File: src/source/dcache_pkg.sv
// shared address fields, geometry and controller states of the data cache
package dcache_pkg;

	typedef logic [31:0] word_t;
	typedef logic [25:0] tag_t;     // addr[31:6]
	typedef logic [2:0]  idx_t;     // addr[5:3]

	localparam int NUM_SETS  = 8;
	localparam int BLK_WORDS = 2;

	typedef struct packed {
		tag_t       tag;
		idx_t       idx;
		logic       blkoff;
		logic [1:0] bytoff;    // ignored, word accesses only
	} dcachef_t;

	typedef enum logic [3:0] {
		IDLE   = 4'd0,
		WB1    = 4'd1,
		WB2    = 4'd2,
		LD1    = 4'd3,
		LD2    = 4'd4,
		CLEAN  = 4'd5,
		FLUSH1 = 4'd6,
		FLUSH2 = 4'd7,
		HALTED = 4'd8
	} dstate_t;

	// word address inside a block
	function automatic word_t blk_addr(tag_t tag, idx_t idx, logic blkoff);
		return {tag, idx, blkoff, 2'b00};
	endfunction

endpackage

File: src/source/dcache_ctrl.sv
// data cache controller for miss fill, dirty writeback, halt flush and the ll/sc link
`timescale 1ns/1ps

module dcache_ctrl #(
	parameter int SETS = dcache_pkg::NUM_SETS
) (
	input  logic              CLK,
	input  logic              nRST,
	input  logic              dmem_ren_i,
	input  logic              dmem_wen_i,
	input  logic              datomic_i,
	input  dcache_pkg::word_t dmem_addr_i,
	input  dcache_pkg::word_t dmem_store_i,
	input  logic              halt_i,
	output logic              dhit_o,
	output dcache_pkg::word_t dmem_load_o,
	output logic              flushed_o,
	output logic              mem_ren_o,
	output logic              mem_wen_o,
	output dcache_pkg::word_t mem_addr_o,
	output dcache_pkg::word_t mem_store_o,
	input  dcache_pkg::word_t mem_load_i,
	input  logic              mem_wait_i,
	output dcache_pkg::idx_t  lookup_idx_o,
	output dcache_pkg::tag_t  lookup_tag_o,
	output logic              fill_o,
	output logic              fill_way_o,
	output dcache_pkg::tag_t  fill_tag_o,
	output logic              set_dirty_o,
	output logic              clean_o,
	output logic              clean_way_o,
	output logic              touch_o,
	output logic              touch_way_o,
	input  logic              hit_i,
	input  logic              hit_way_i,
	input  logic              victim_way_i,
	input  logic              victim_dirty_i,
	input  dcache_pkg::tag_t  victim_tag_i,
	input  logic              any_dirty_i,
	input  logic              dirty_way_i,
	input  dcache_pkg::tag_t  dirty_tag_i,
	output logic              data_way_o,
	output logic              data_wr_en_o,
	output logic              data_wr_word_o,
	output dcache_pkg::word_t data_wr_data_o,
	input  dcache_pkg::word_t word0_i,
	input  dcache_pkg::word_t word1_i
);
	import dcache_pkg::*;

	localparam int CNT_W = $clog2(SETS) + 1;

	dstate_t          state, next_state;
	logic [CNT_W-1:0] flush_cnt, next_flush_cnt;
	dcachef_t         req;
	logic             req_v, ll, sc, sc_ok, wr_hit;
	logic             word_done, flushing, fill_sel;
	logic             link_valid;
	logic [29:0]      link_addr;   // word address

	assign req       = dcachef_t'(dmem_addr_i);
	assign req_v     = dmem_ren_i | dmem_wen_i;
	assign ll        = datomic_i & dmem_ren_i;
	assign sc        = datomic_i & dmem_wen_i;
	assign sc_ok     = link_valid && (link_addr == dmem_addr_i[31:2]);
	assign word_done = !mem_wait_i;
	assign flushing  = (state == CLEAN) || (state == FLUSH1) || (state == FLUSH2) ||
		(state == HALTED);

	// cpu side
	assign dhit_o      = (state == IDLE) && req_v && hit_i;
	assign wr_hit      = dhit_o && dmem_wen_i && (!sc || sc_ok);   // failed sc writes nothing
	assign dmem_load_o = sc ? {31'b0, sc_ok} : (req.blkoff ? word1_i : word0_i);
	assign flushed_o   = (state == HALTED);

	always_comb
	begin
		next_state     = state;
		next_flush_cnt = flush_cnt;
		case (state)
			IDLE:
				if (halt_i)
					next_state = CLEAN;
				else if (req_v && !hit_i)
					next_state = victim_dirty_i ? WB1 : LD1;
			WB1:
				if (word_done)
					next_state = WB2;
			WB2:
				if (word_done)
					next_state = LD1;
			LD1:
				if (word_done)
					next_state = LD2;
			LD2:
				if (word_done)
					next_state = IDLE;
			CLEAN:
				if (flush_cnt == SETS)
					next_state = HALTED;
				else if (any_dirty_i)
					next_state = FLUSH1;
				else
					next_flush_cnt = flush_cnt + 1'b1;
			FLUSH1:
				if (word_done)
					next_state = FLUSH2;
			FLUSH2:
				if (word_done)
					next_state = CLEAN;   // rescan, other way may be dirty too
			HALTED:
				next_state = HALTED;
			default:
				next_state = IDLE;
		endcase
	end

	// memory side
	assign mem_ren_o = (state == LD1) || (state == LD2);
	assign mem_wen_o = (state == WB1) || (state == WB2) || (state == FLUSH1) ||
		(state == FLUSH2);

	always_comb
	begin
		mem_addr_o  = '0;
		mem_store_o = '0;
		case (state)
			WB1, WB2:
			begin
				mem_addr_o  = blk_addr(victim_tag_i, req.idx, state == WB2);
				mem_store_o = (state == WB2) ? word1_i : word0_i;
			end
			LD1, LD2:
				mem_addr_o = blk_addr(req.tag, req.idx, state == LD2);
			FLUSH1, FLUSH2:
			begin
				mem_addr_o  = blk_addr(dirty_tag_i, lookup_idx_o, state == FLUSH2);
				mem_store_o = (state == FLUSH2) ? word1_i : word0_i;
			end
			default:
				mem_addr_o = '0;
		endcase
	end

	// tag array
	assign lookup_idx_o = flushing ? idx_t'(flush_cnt) : req.idx;
	assign lookup_tag_o = req.tag;
	assign touch_o      = dhit_o;
	assign touch_way_o  = hit_way_i;
	assign set_dirty_o  = wr_hit;
	assign fill_o       = (state == LD2) && word_done;
	assign fill_way_o   = victim_way_i;
	assign fill_tag_o   = req.tag;
	assign clean_o      = ((state == WB2) || (state == FLUSH2)) && word_done;
	assign clean_way_o  = (state == WB2) ? victim_way_i : dirty_way_i;

	// data array
	assign fill_sel       = mem_ren_o;
	assign data_way_o     = (state == IDLE) ? hit_way_i : (flushing ? dirty_way_i : victim_way_i);
	assign data_wr_en_o   = wr_hit || (fill_sel && word_done);
	assign data_wr_word_o = fill_sel ? (state == LD2) : req.blkoff;
	assign data_wr_data_o = fill_sel ? mem_load_i : dmem_store_i;

	always_ff @(posedge CLK, negedge nRST)
	begin
		if (!nRST)
		begin
			state      <= IDLE;
			flush_cnt  <= '0;
			link_valid <= 1'b0;
		end
		else
		begin
			state     <= next_state;
			flush_cnt <= next_flush_cnt;
			if (ll && dhit_o)
				link_valid <= 1'b1;
			else if (wr_hit && (link_addr == dmem_addr_i[31:2]))
				link_valid <= 1'b0;   // any store to the linked word breaks the link
		end
	end

	always_ff @(posedge CLK)
	begin
		if (ll && dhit_o)
			link_addr <= dmem_addr_i[31:2];
	end

	a_one_strobe: assert property (@(posedge CLK) disable iff (!nRST)
		!(mem_ren_o && mem_wen_o))
		else $error("memory read and write strobes high together");

	// once flushed, the tag array must report the set under lookup clean
	a_flushed_clean: assert property (@(posedge CLK) disable iff (!nRST)
		flushed_o |-> !any_dirty_i)
		else $error("flushed_o raised with a dirty line left");

	// the writeback must have cleaned the victim before its block is refilled
	a_fill_clean: assert property (@(posedge CLK) disable iff (!nRST)
		(state == LD1) |-> !victim_dirty_i)
		else $error("fill started over a dirty victim");

endmodule

File: src/source/dcache_data.sv
// two-way word storage of the data cache with single-word writes and block reads
`timescale 1ns/1ps

module dcache_data #(
	parameter int SETS = dcache_pkg::NUM_SETS
) (
	input  logic              CLK,
	input  logic              nRST,
	input  dcache_pkg::idx_t  idx_i,
	input  logic              way_i,
	input  logic              wr_en_i,
	input  logic              wr_word_i,
	input  dcache_pkg::word_t wr_data_i,
	output dcache_pkg::word_t word0_o,
	output dcache_pkg::word_t word1_o
);
	import dcache_pkg::*;

	word_t mem_q [SETS][2][BLK_WORDS];

	always_ff @(posedge CLK)
	begin
		if (wr_en_i && nRST)   // no writes while held in reset
			mem_q[idx_i][way_i][wr_word_i] <= wr_data_i;
	end

	// whole block of the selected way
	assign word0_o = mem_q[idx_i][way_i][0];
	assign word1_o = mem_q[idx_i][way_i][1];

endmodule

File: src/source/dcache_tags.sv
// tag store of the data cache with valid, dirty and lru state and the hit and victim lookup
`timescale 1ns/1ps

module dcache_tags #(
	parameter int SETS = dcache_pkg::NUM_SETS
) (
	input  logic             CLK,
	input  logic             nRST,
	input  dcache_pkg::idx_t lookup_idx_i,
	input  dcache_pkg::tag_t lookup_tag_i,
	input  logic             fill_i,
	input  logic             fill_way_i,
	input  dcache_pkg::tag_t fill_tag_i,
	input  logic             set_dirty_i,
	input  logic             clean_i,
	input  logic             clean_way_i,
	input  logic             touch_i,
	input  logic             touch_way_i,
	output logic             hit_o,
	output logic             hit_way_o,
	output logic             victim_way_o,
	output logic             victim_dirty_o,
	output dcache_pkg::tag_t victim_tag_o,
	output logic             any_dirty_o,
	output logic             dirty_way_o,
	output dcache_pkg::tag_t dirty_tag_o
);
	import dcache_pkg::*;

	logic [SETS-1:0] valid_q [2];
	logic [SETS-1:0] dirty_q [2];
	logic [SETS-1:0] lru_q;           // way to evict next
	tag_t            tag_q   [2][SETS];
	logic [1:0]      match;

	always_comb
	begin
		for (int w = 0; w < 2; w++)
			match[w] = valid_q[w][lookup_idx_i] && (tag_q[w][lookup_idx_i] == lookup_tag_i);
	end

	assign hit_o          = |match;
	assign hit_way_o      = match[1];
	assign victim_way_o   = lru_q[lookup_idx_i];
	assign victim_dirty_o = dirty_q[victim_way_o][lookup_idx_i];
	assign victim_tag_o   = tag_q[victim_way_o][lookup_idx_i];

	// flush scan view of the set
	assign any_dirty_o = dirty_q[0][lookup_idx_i] | dirty_q[1][lookup_idx_i];
	assign dirty_way_o = !dirty_q[0][lookup_idx_i];   // way 0 goes first
	assign dirty_tag_o = tag_q[dirty_way_o][lookup_idx_i];

	always_ff @(posedge CLK, negedge nRST)
	begin
		if (!nRST)
		begin
			for (int w = 0; w < 2; w++)
			begin
				valid_q[w] <= '0;
				dirty_q[w] <= '0;
			end
			lru_q <= '0;
		end
		else
		begin
			if (fill_i)
			begin
				valid_q[fill_way_i][lookup_idx_i] <= 1'b1;
				dirty_q[fill_way_i][lookup_idx_i] <= 1'b0;
			end
			if (clean_i)
				dirty_q[clean_way_i][lookup_idx_i] <= 1'b0;
			if (set_dirty_i && hit_o)
				dirty_q[hit_way_o][lookup_idx_i] <= 1'b1;
			if (touch_i)
				lru_q[lookup_idx_i] <= !touch_way_i;   // other way becomes lru
		end
	end

	always_ff @(posedge CLK)
	begin
		if (fill_i)
			tag_q[fill_way_i][lookup_idx_i] <= fill_tag_i;
	end

endmodule

File: src/source/dcache_top.sv
// two-way write-back data cache with the controller, tag array and data array
`timescale 1ns/1ps

module dcache_top #(
	parameter int SETS = dcache_pkg::NUM_SETS
) (
	input  logic              CLK,
	input  logic              nRST,
	input  logic              dmem_ren_i,
	input  logic              dmem_wen_i,
	input  logic              datomic_i,
	input  dcache_pkg::word_t dmem_addr_i,
	input  dcache_pkg::word_t dmem_store_i,
	input  logic              halt_i,
	output logic              dhit_o,
	output dcache_pkg::word_t dmem_load_o,
	output logic              flushed_o,
	output logic              mem_ren_o,
	output logic              mem_wen_o,
	output dcache_pkg::word_t mem_addr_o,
	output dcache_pkg::word_t mem_store_o,
	input  dcache_pkg::word_t mem_load_i,
	input  logic              mem_wait_i
);
	import dcache_pkg::*;

	idx_t  lookup_idx;
	tag_t  lookup_tag, fill_tag, victim_tag, dirty_tag;
	logic  fill, fill_way, set_dirty, clean, clean_way, touch, touch_way;
	logic  hit, hit_way, victim_way, victim_dirty, any_dirty, dirty_way;
	logic  data_way, data_wr_en, data_wr_word;
	word_t data_wr_data, word0, word1;

	dcache_ctrl #(.SETS(SETS)) u_ctrl (
		.CLK            (CLK),
		.nRST           (nRST),
		.dmem_ren_i     (dmem_ren_i),
		.dmem_wen_i     (dmem_wen_i),
		.datomic_i      (datomic_i),
		.dmem_addr_i    (dmem_addr_i),
		.dmem_store_i   (dmem_store_i),
		.halt_i         (halt_i),
		.dhit_o         (dhit_o),
		.dmem_load_o    (dmem_load_o),
		.flushed_o      (flushed_o),
		.mem_ren_o      (mem_ren_o),
		.mem_wen_o      (mem_wen_o),
		.mem_addr_o     (mem_addr_o),
		.mem_store_o    (mem_store_o),
		.mem_load_i     (mem_load_i),
		.mem_wait_i     (mem_wait_i),
		.lookup_idx_o   (lookup_idx),
		.lookup_tag_o   (lookup_tag),
		.fill_o         (fill),
		.fill_way_o     (fill_way),
		.fill_tag_o     (fill_tag),
		.set_dirty_o    (set_dirty),
		.clean_o        (clean),
		.clean_way_o    (clean_way),
		.touch_o        (touch),
		.touch_way_o    (touch_way),
		.hit_i          (hit),
		.hit_way_i      (hit_way),
		.victim_way_i   (victim_way),
		.victim_dirty_i (victim_dirty),
		.victim_tag_i   (victim_tag),
		.any_dirty_i    (any_dirty),
		.dirty_way_i    (dirty_way),
		.dirty_tag_i    (dirty_tag),
		.data_way_o     (data_way),
		.data_wr_en_o   (data_wr_en),
		.data_wr_word_o (data_wr_word),
		.data_wr_data_o (data_wr_data),
		.word0_i        (word0),
		.word1_i        (word1)
	);

	dcache_tags #(.SETS(SETS)) u_tags (
		.CLK            (CLK),
		.nRST           (nRST),
		.lookup_idx_i   (lookup_idx),
		.lookup_tag_i   (lookup_tag),
		.fill_i         (fill),
		.fill_way_i     (fill_way),
		.fill_tag_i     (fill_tag),
		.set_dirty_i    (set_dirty),
		.clean_i        (clean),
		.clean_way_i    (clean_way),
		.touch_i        (touch),
		.touch_way_i    (touch_way),
		.hit_o          (hit),
		.hit_way_o      (hit_way),
		.victim_way_o   (victim_way),
		.victim_dirty_o (victim_dirty),
		.victim_tag_o   (victim_tag),
		.any_dirty_o    (any_dirty),
		.dirty_way_o    (dirty_way),
		.dirty_tag_o    (dirty_tag)
	);

	// same set index as the tag lookup
	dcache_data #(.SETS(SETS)) u_data (
		.CLK       (CLK),
		.nRST      (nRST),
		.idx_i     (lookup_idx),
		.way_i     (data_way),
		.wr_en_i   (data_wr_en),
		.wr_word_i (data_wr_word),
		.wr_data_i (data_wr_data),
		.word0_o   (word0),
		.word1_o   (word1)
	);

endmodule

File: config.mk
export PLATFORM = sky130hd
export DESIGN_NAME = dcache_top
export DESIGN_NICKNAME = d
export VERILOG_FILES = /design/src/source/dcache_pkg.sv /design/src/source/dcache_ctrl.sv /design/src/source/dcache_data.sv /design/src/source/dcache_tags.sv /design/src/source/dcache_top.sv
export SDC_FILE = /design/constraint.sdc
export NUM_CORES = 2
export LEC_CHECK = 0
export BUFFER_PORTS_ARGS = -buffer_cell sky130_fd_sc_hd__buf_4
export CAP_MARGIN = 10
export CORE_UTILIZATION = 51
export CTS_BUF_LIST = sky130_fd_sc_hd__clkbuf_16
export DETAILED_ROUTE_END_ITERATION = 8
export PLACE_DENSITY = 0.67
export SLEW_MARGIN = 30
export SYNTH_ARGS = -nofsm -noshare
export SYNTH_HDL_FRONTEND = slang
export SYNTH_SLANG_ARGS = --single-unit
File: constraint.sdc
create_clock -name CLK -period 8.57 [get_ports CLK]
set_clock_uncertainty 0.15 [all_clocks]
set_input_delay 1.2855 -clock CLK [delete_from_list [all_inputs] [get_ports CLK]]
set_output_delay 1.2855 -clock CLK [all_outputs]
set_load 0.02 [all_outputs]
==> impl_summary.md <==
STA
The count of endpoints failing hold in the final timing report came to 0. Setup repair after global routing left no endpoint under its margin. After layout, the minimum clock period comes to 8340 ps.

The max-slew violation total from the final report came to 0. The actual transition at the worst max-transition pin is 1020 ps. The max-slew headroom at the worst pin is 31.6%.

Setup violations remaining at the end of the flow were counted as 0. Static timing analysis puts the maximum clock frequency at 0.120 GHz. The final clock period utilization by the worst path is 97.3%.

The final sum of negative setup slack is 0 ps. Setup slack on the critical path of the routed design comes to 233 ps.

Layout
The layout overhead on the synthesized area is 15.5%. The post-layout instance count excluding filler cells is 6165. The total non-filler cell area in the finished layout is 0.0723 sq mm. The fraction of final layout cells with drive strength greater than 1 is 18.5%.

The net count of the finished layout is 4529. In the layout the commonest cells are edfxtp_1, buf_4, o22ai_1. Leaving out fill and tap cells, the most frequent cell in the layout is edfxtp_1.

Placed design
The worst setup timing slack at the placement stage is 727 ps. The routability congestion estimate is 0.956. Once placement completed, the tool counted placed cells totaling 5883.

The placed wire-length estimate is 123000 um. Buffers placed on the I/O ports in this run total 198. Summing all placed instances gives a cell area of 0.0673 sq mm.

Floorplanning
The initial utilization of the core area, before any placement, comes to 51.4%. The I/O pin total is 203. The total die area is 0.124 sq mm.

In this run the standard cell core region covers 0.122 sq mm. The count of standard-cell rows is 128. The height of the die is 352 um. Measured along the x axis, the die boundary spans 352 um.

Power and ir drop
IR analysis of the VDD net gives a maximum drop of 0.366 mV. In this run the power density over the cells is 353 mW/mm^2. The leakage power total is 24.3 nW. The internal power component is 0.0157 W. Of the total power, combinational logic draws 39.5%. The sequential cell fraction of total power is 35.1%.

The clock network is responsible for 25.4% of the overall power. Summed over all nets, the switching power comes to 0.00984 W. Of the total power, the share spent switching nets is 38.6%. The total power is 0.0255 W.

Run
The tool flagged a number of max-cap violations equal to 0.

Setup path
For the worst setup path, the data required time is 7130 ps. The worst endpoint data arrival time is 6900 ps. STA classifies the critical path startpoint as a register. STA classifies the critical path endpoint as an output port. The largest fanout of any net on the critical path is 27. The startpoint-to-endpoint class of the critical path is reg -> out.

Synth
Synthesis produced 4135 cells. The post-synthesis compound-gate area fraction is 13.1%. The dominant combinational cell family by area after synthesis is compound AO/OA/AOI/OAI gates. The number of enable flip-flop cells after synthesis is 1470. The most instantiated flip-flop cell in the synthesis netlist is edfxtp_1. Multiplexer cells account for 4.68% of the synthesized area. The simple-gate area share of the yosys netlist is 6.47%.

The largest total area in the synthesized netlist belongs to edfxtp_1. Summing every instance area after synthesis gives 0.0626 sq mm. Of all flip-flops after synthesis, the portion carrying an async set or reset was 3.23%. The number of synthesis warnings is 0.

After synthesis, flip-flops and latches occupy 72.5% of the total area. Ranked by total cell area, the synthesized netlist is headed by edfxtp_1, o22ai_1, mux2i_1. The area share of the leading cell type in the synthesized netlist is 70.5%. The post-synthesis adder-cell area fraction is 0.0400%.

The number of register bits inferred by synthesis is 1519. Summing the areas of all xor and xnor instances in the mapped netlist gives 0.826% of the synthesized area. The number of distinct library cells after synthesis is 101.

A synthesized cell averages 15.1 sq um.

Worst hold path
The class of the tightest hold or removal check is reg -> reg.

Drt
The post-route antenna net violation count is 0. Using the TritonRoute via totals, the vias-per-cell ratio works out to 6.93. After the first detailed-routing iteration, the DRC count stood at 6397.

Across all layers, the routed design uses 42750 vias. After detailed routing, the number of remaining DRC violations is 0. The detailed-routing iteration count for the pre-antenna-repair pass is 7. Wires add up to 208000 um. The routed length per instance is 33.8 um.

Clock network
At the later pin of the worst-skew pair, clock insertion delay measures 810 ps. The root buffer selected by CTS is clkbuf_16. TritonCTS built the clock tree. The number of clock sinks seen by CTS is 1519. The longest clock path from root to sink contains 3 buffers.

Clock tree synthesis inserted a total of 154 buffers. The clock tree synthesis step divided the H-tree into 4 levels. The clock-pin slew on the worst setup and hold paths is 60 ps.

Global routing
The maximum number of pins on one net before global-route repair is 119. Global routing consumed, over all layers together, 32.9% of the routing resources. The leftover overflow at the end of global routing is 0. The initial antenna violation count came to 2.

The first-pass GRT wire length is 292000 um. The number of global-route vias before repair was 40034.

Outcome
The run finished with clean final reports.
[through the flow]
step                      hold slack (ps)  util, %
after detailed placement              303     55.3
after global placement                293     55.2
final                                 316     59.4
after global routing                  328     59.4
after floorplan                       277        -
after CTS                             318     59.3
[synthesized netlist by cell type, types with 8 or more instances]
cell type  number
o21a_1         14
a221oi_1        8
xor2_1         30
a2111oi_0      10
o221ai_1      120
buf_2          49
nor4_1         50
a21oi_1        89
o221a_2         9
xnor2_1        29
mux2i_1       177
clkbuf_1      158
mux4_2         15
o211ai_1       32
o22ai_1       303
nand3_1        46
a32oi_1        18
or2_2          26
and3_1         16
a22oi_1        50
dfrtp_1        49
o22a_1         81
a211oi_1       46
nand2b_1       11
or3_1          64
o211a_1        24
o2bb2ai_1      21
nand4_1        20
buf_1          47
buf_6          13
o32ai_1        12
a31oi_1        53
o21ai_0       108
inv_1          29
buf_4          21
nand2_1       277
nor2_1        174
nor2b_1         8
edfxtp_1     1470
nor3_1         93
mux2_2         68
a21o_1         10
a22o_1         36
a221o_1        10
or4_1           9
[power by group through the flow]
stage	combinational, W	clock [W]	sequential, W
after global routing	0.0104	0.00678	0.00896
after global placement	0.00960	0	0.00910
after CTS	0.00978	0.00650	0.00895
after detailed placement	0.00970	0	0.00910
after floorplan	0.00557	0	0.00902
final	0.0101	0.00647	0.00895
[routing by layer]
layer	wire, um	GRT usage (%)	vias to the layer above
li1	-	-	17405
met1	76400	44.2	21488
met2	95100	50.8	3277
met3	25200	6.75	578
met4	11600	17.0	2
met5	10	0	-
[registers in the layout (all words and copies together) (netlist names)]
signal / flops
u_data.mem_q: 1024
u_tags.tag_q: 416
u_ctrl.link_addr: 30
u_tags.dirty_q: 16
u_tags.valid_q: 16
u_tags.lru_q: 8
u_ctrl.flush_cnt: 4
u_ctrl.state: 4
u_ctrl.link_valid: 1
[what timing repair did]
item                       in CTS  in global routing
gates resized for setup         0                  1
hold buffers                    0                  0
setup buffers                   5                  0
pin swaps                       0                  3
setup endpoints to repair       1                  2
cloned                          0                  3
[cell families after synthesis]
| kind of cell | Yosys count |
|---|---|
| flip-flops | 1519 |
| buffers and inverters | 322 |
| adder cells (fa/ha/maj) | 2 |
| AND/OR/NAND/NOR | 835 |
| other | 1 |
| multiplexers | 264 |
| AO/OA/AOI/OAI | 1133 |
| XOR/XNOR | 59 |
[critical path: stages, from the launching register on]
cell      delay [ps]
dfrtp_1          660
nand2b_1         340
buf_4            300
o211ai_1         820
a21boi_4         310
buf_4            520
nand2_2          160
o22ai_1          380
a211o_1          320
a22o_1           240
nand2_1          370
and3_4           500
mux4_2           480
a21oi_1          330
buf_4            220
buf_4            140
[path summary, 6_finish.rpt]
path                                         from                  end  slack (ps)  depth (start not counted)
worst min register to register  u_tags.valid_q[0]    u_tags.valid_q[0]         320                          1
max in group asynchronous                    nRST  u_ctrl.flush_cnt[0]        7250                          1
worst max register to register    u_ctrl.state[2]  u_data.mem_q[3][26]        1330                         17
worst max-delay path              u_ctrl.state[2]      dmem_load_o[15]         230                         15
worst min-delay path            u_tags.valid_q[0]    u_tags.valid_q[0]         320                          1
min in group asynchronous                    nRST    u_tags.valid_q[9]         380                          1
[final cells by class]
cell class,count,area [sq um]
clock buffer,158,3950
timing repair buffer,417,3560
tap,1625,2030
sequential,1519,45400
fill,9180,49400
multi-input combinational,2298,16300
inverter,34,140
clock inverter,110,865
antenna,4,10.0
No activity file was read; power rests on OpenSTA's default activity.
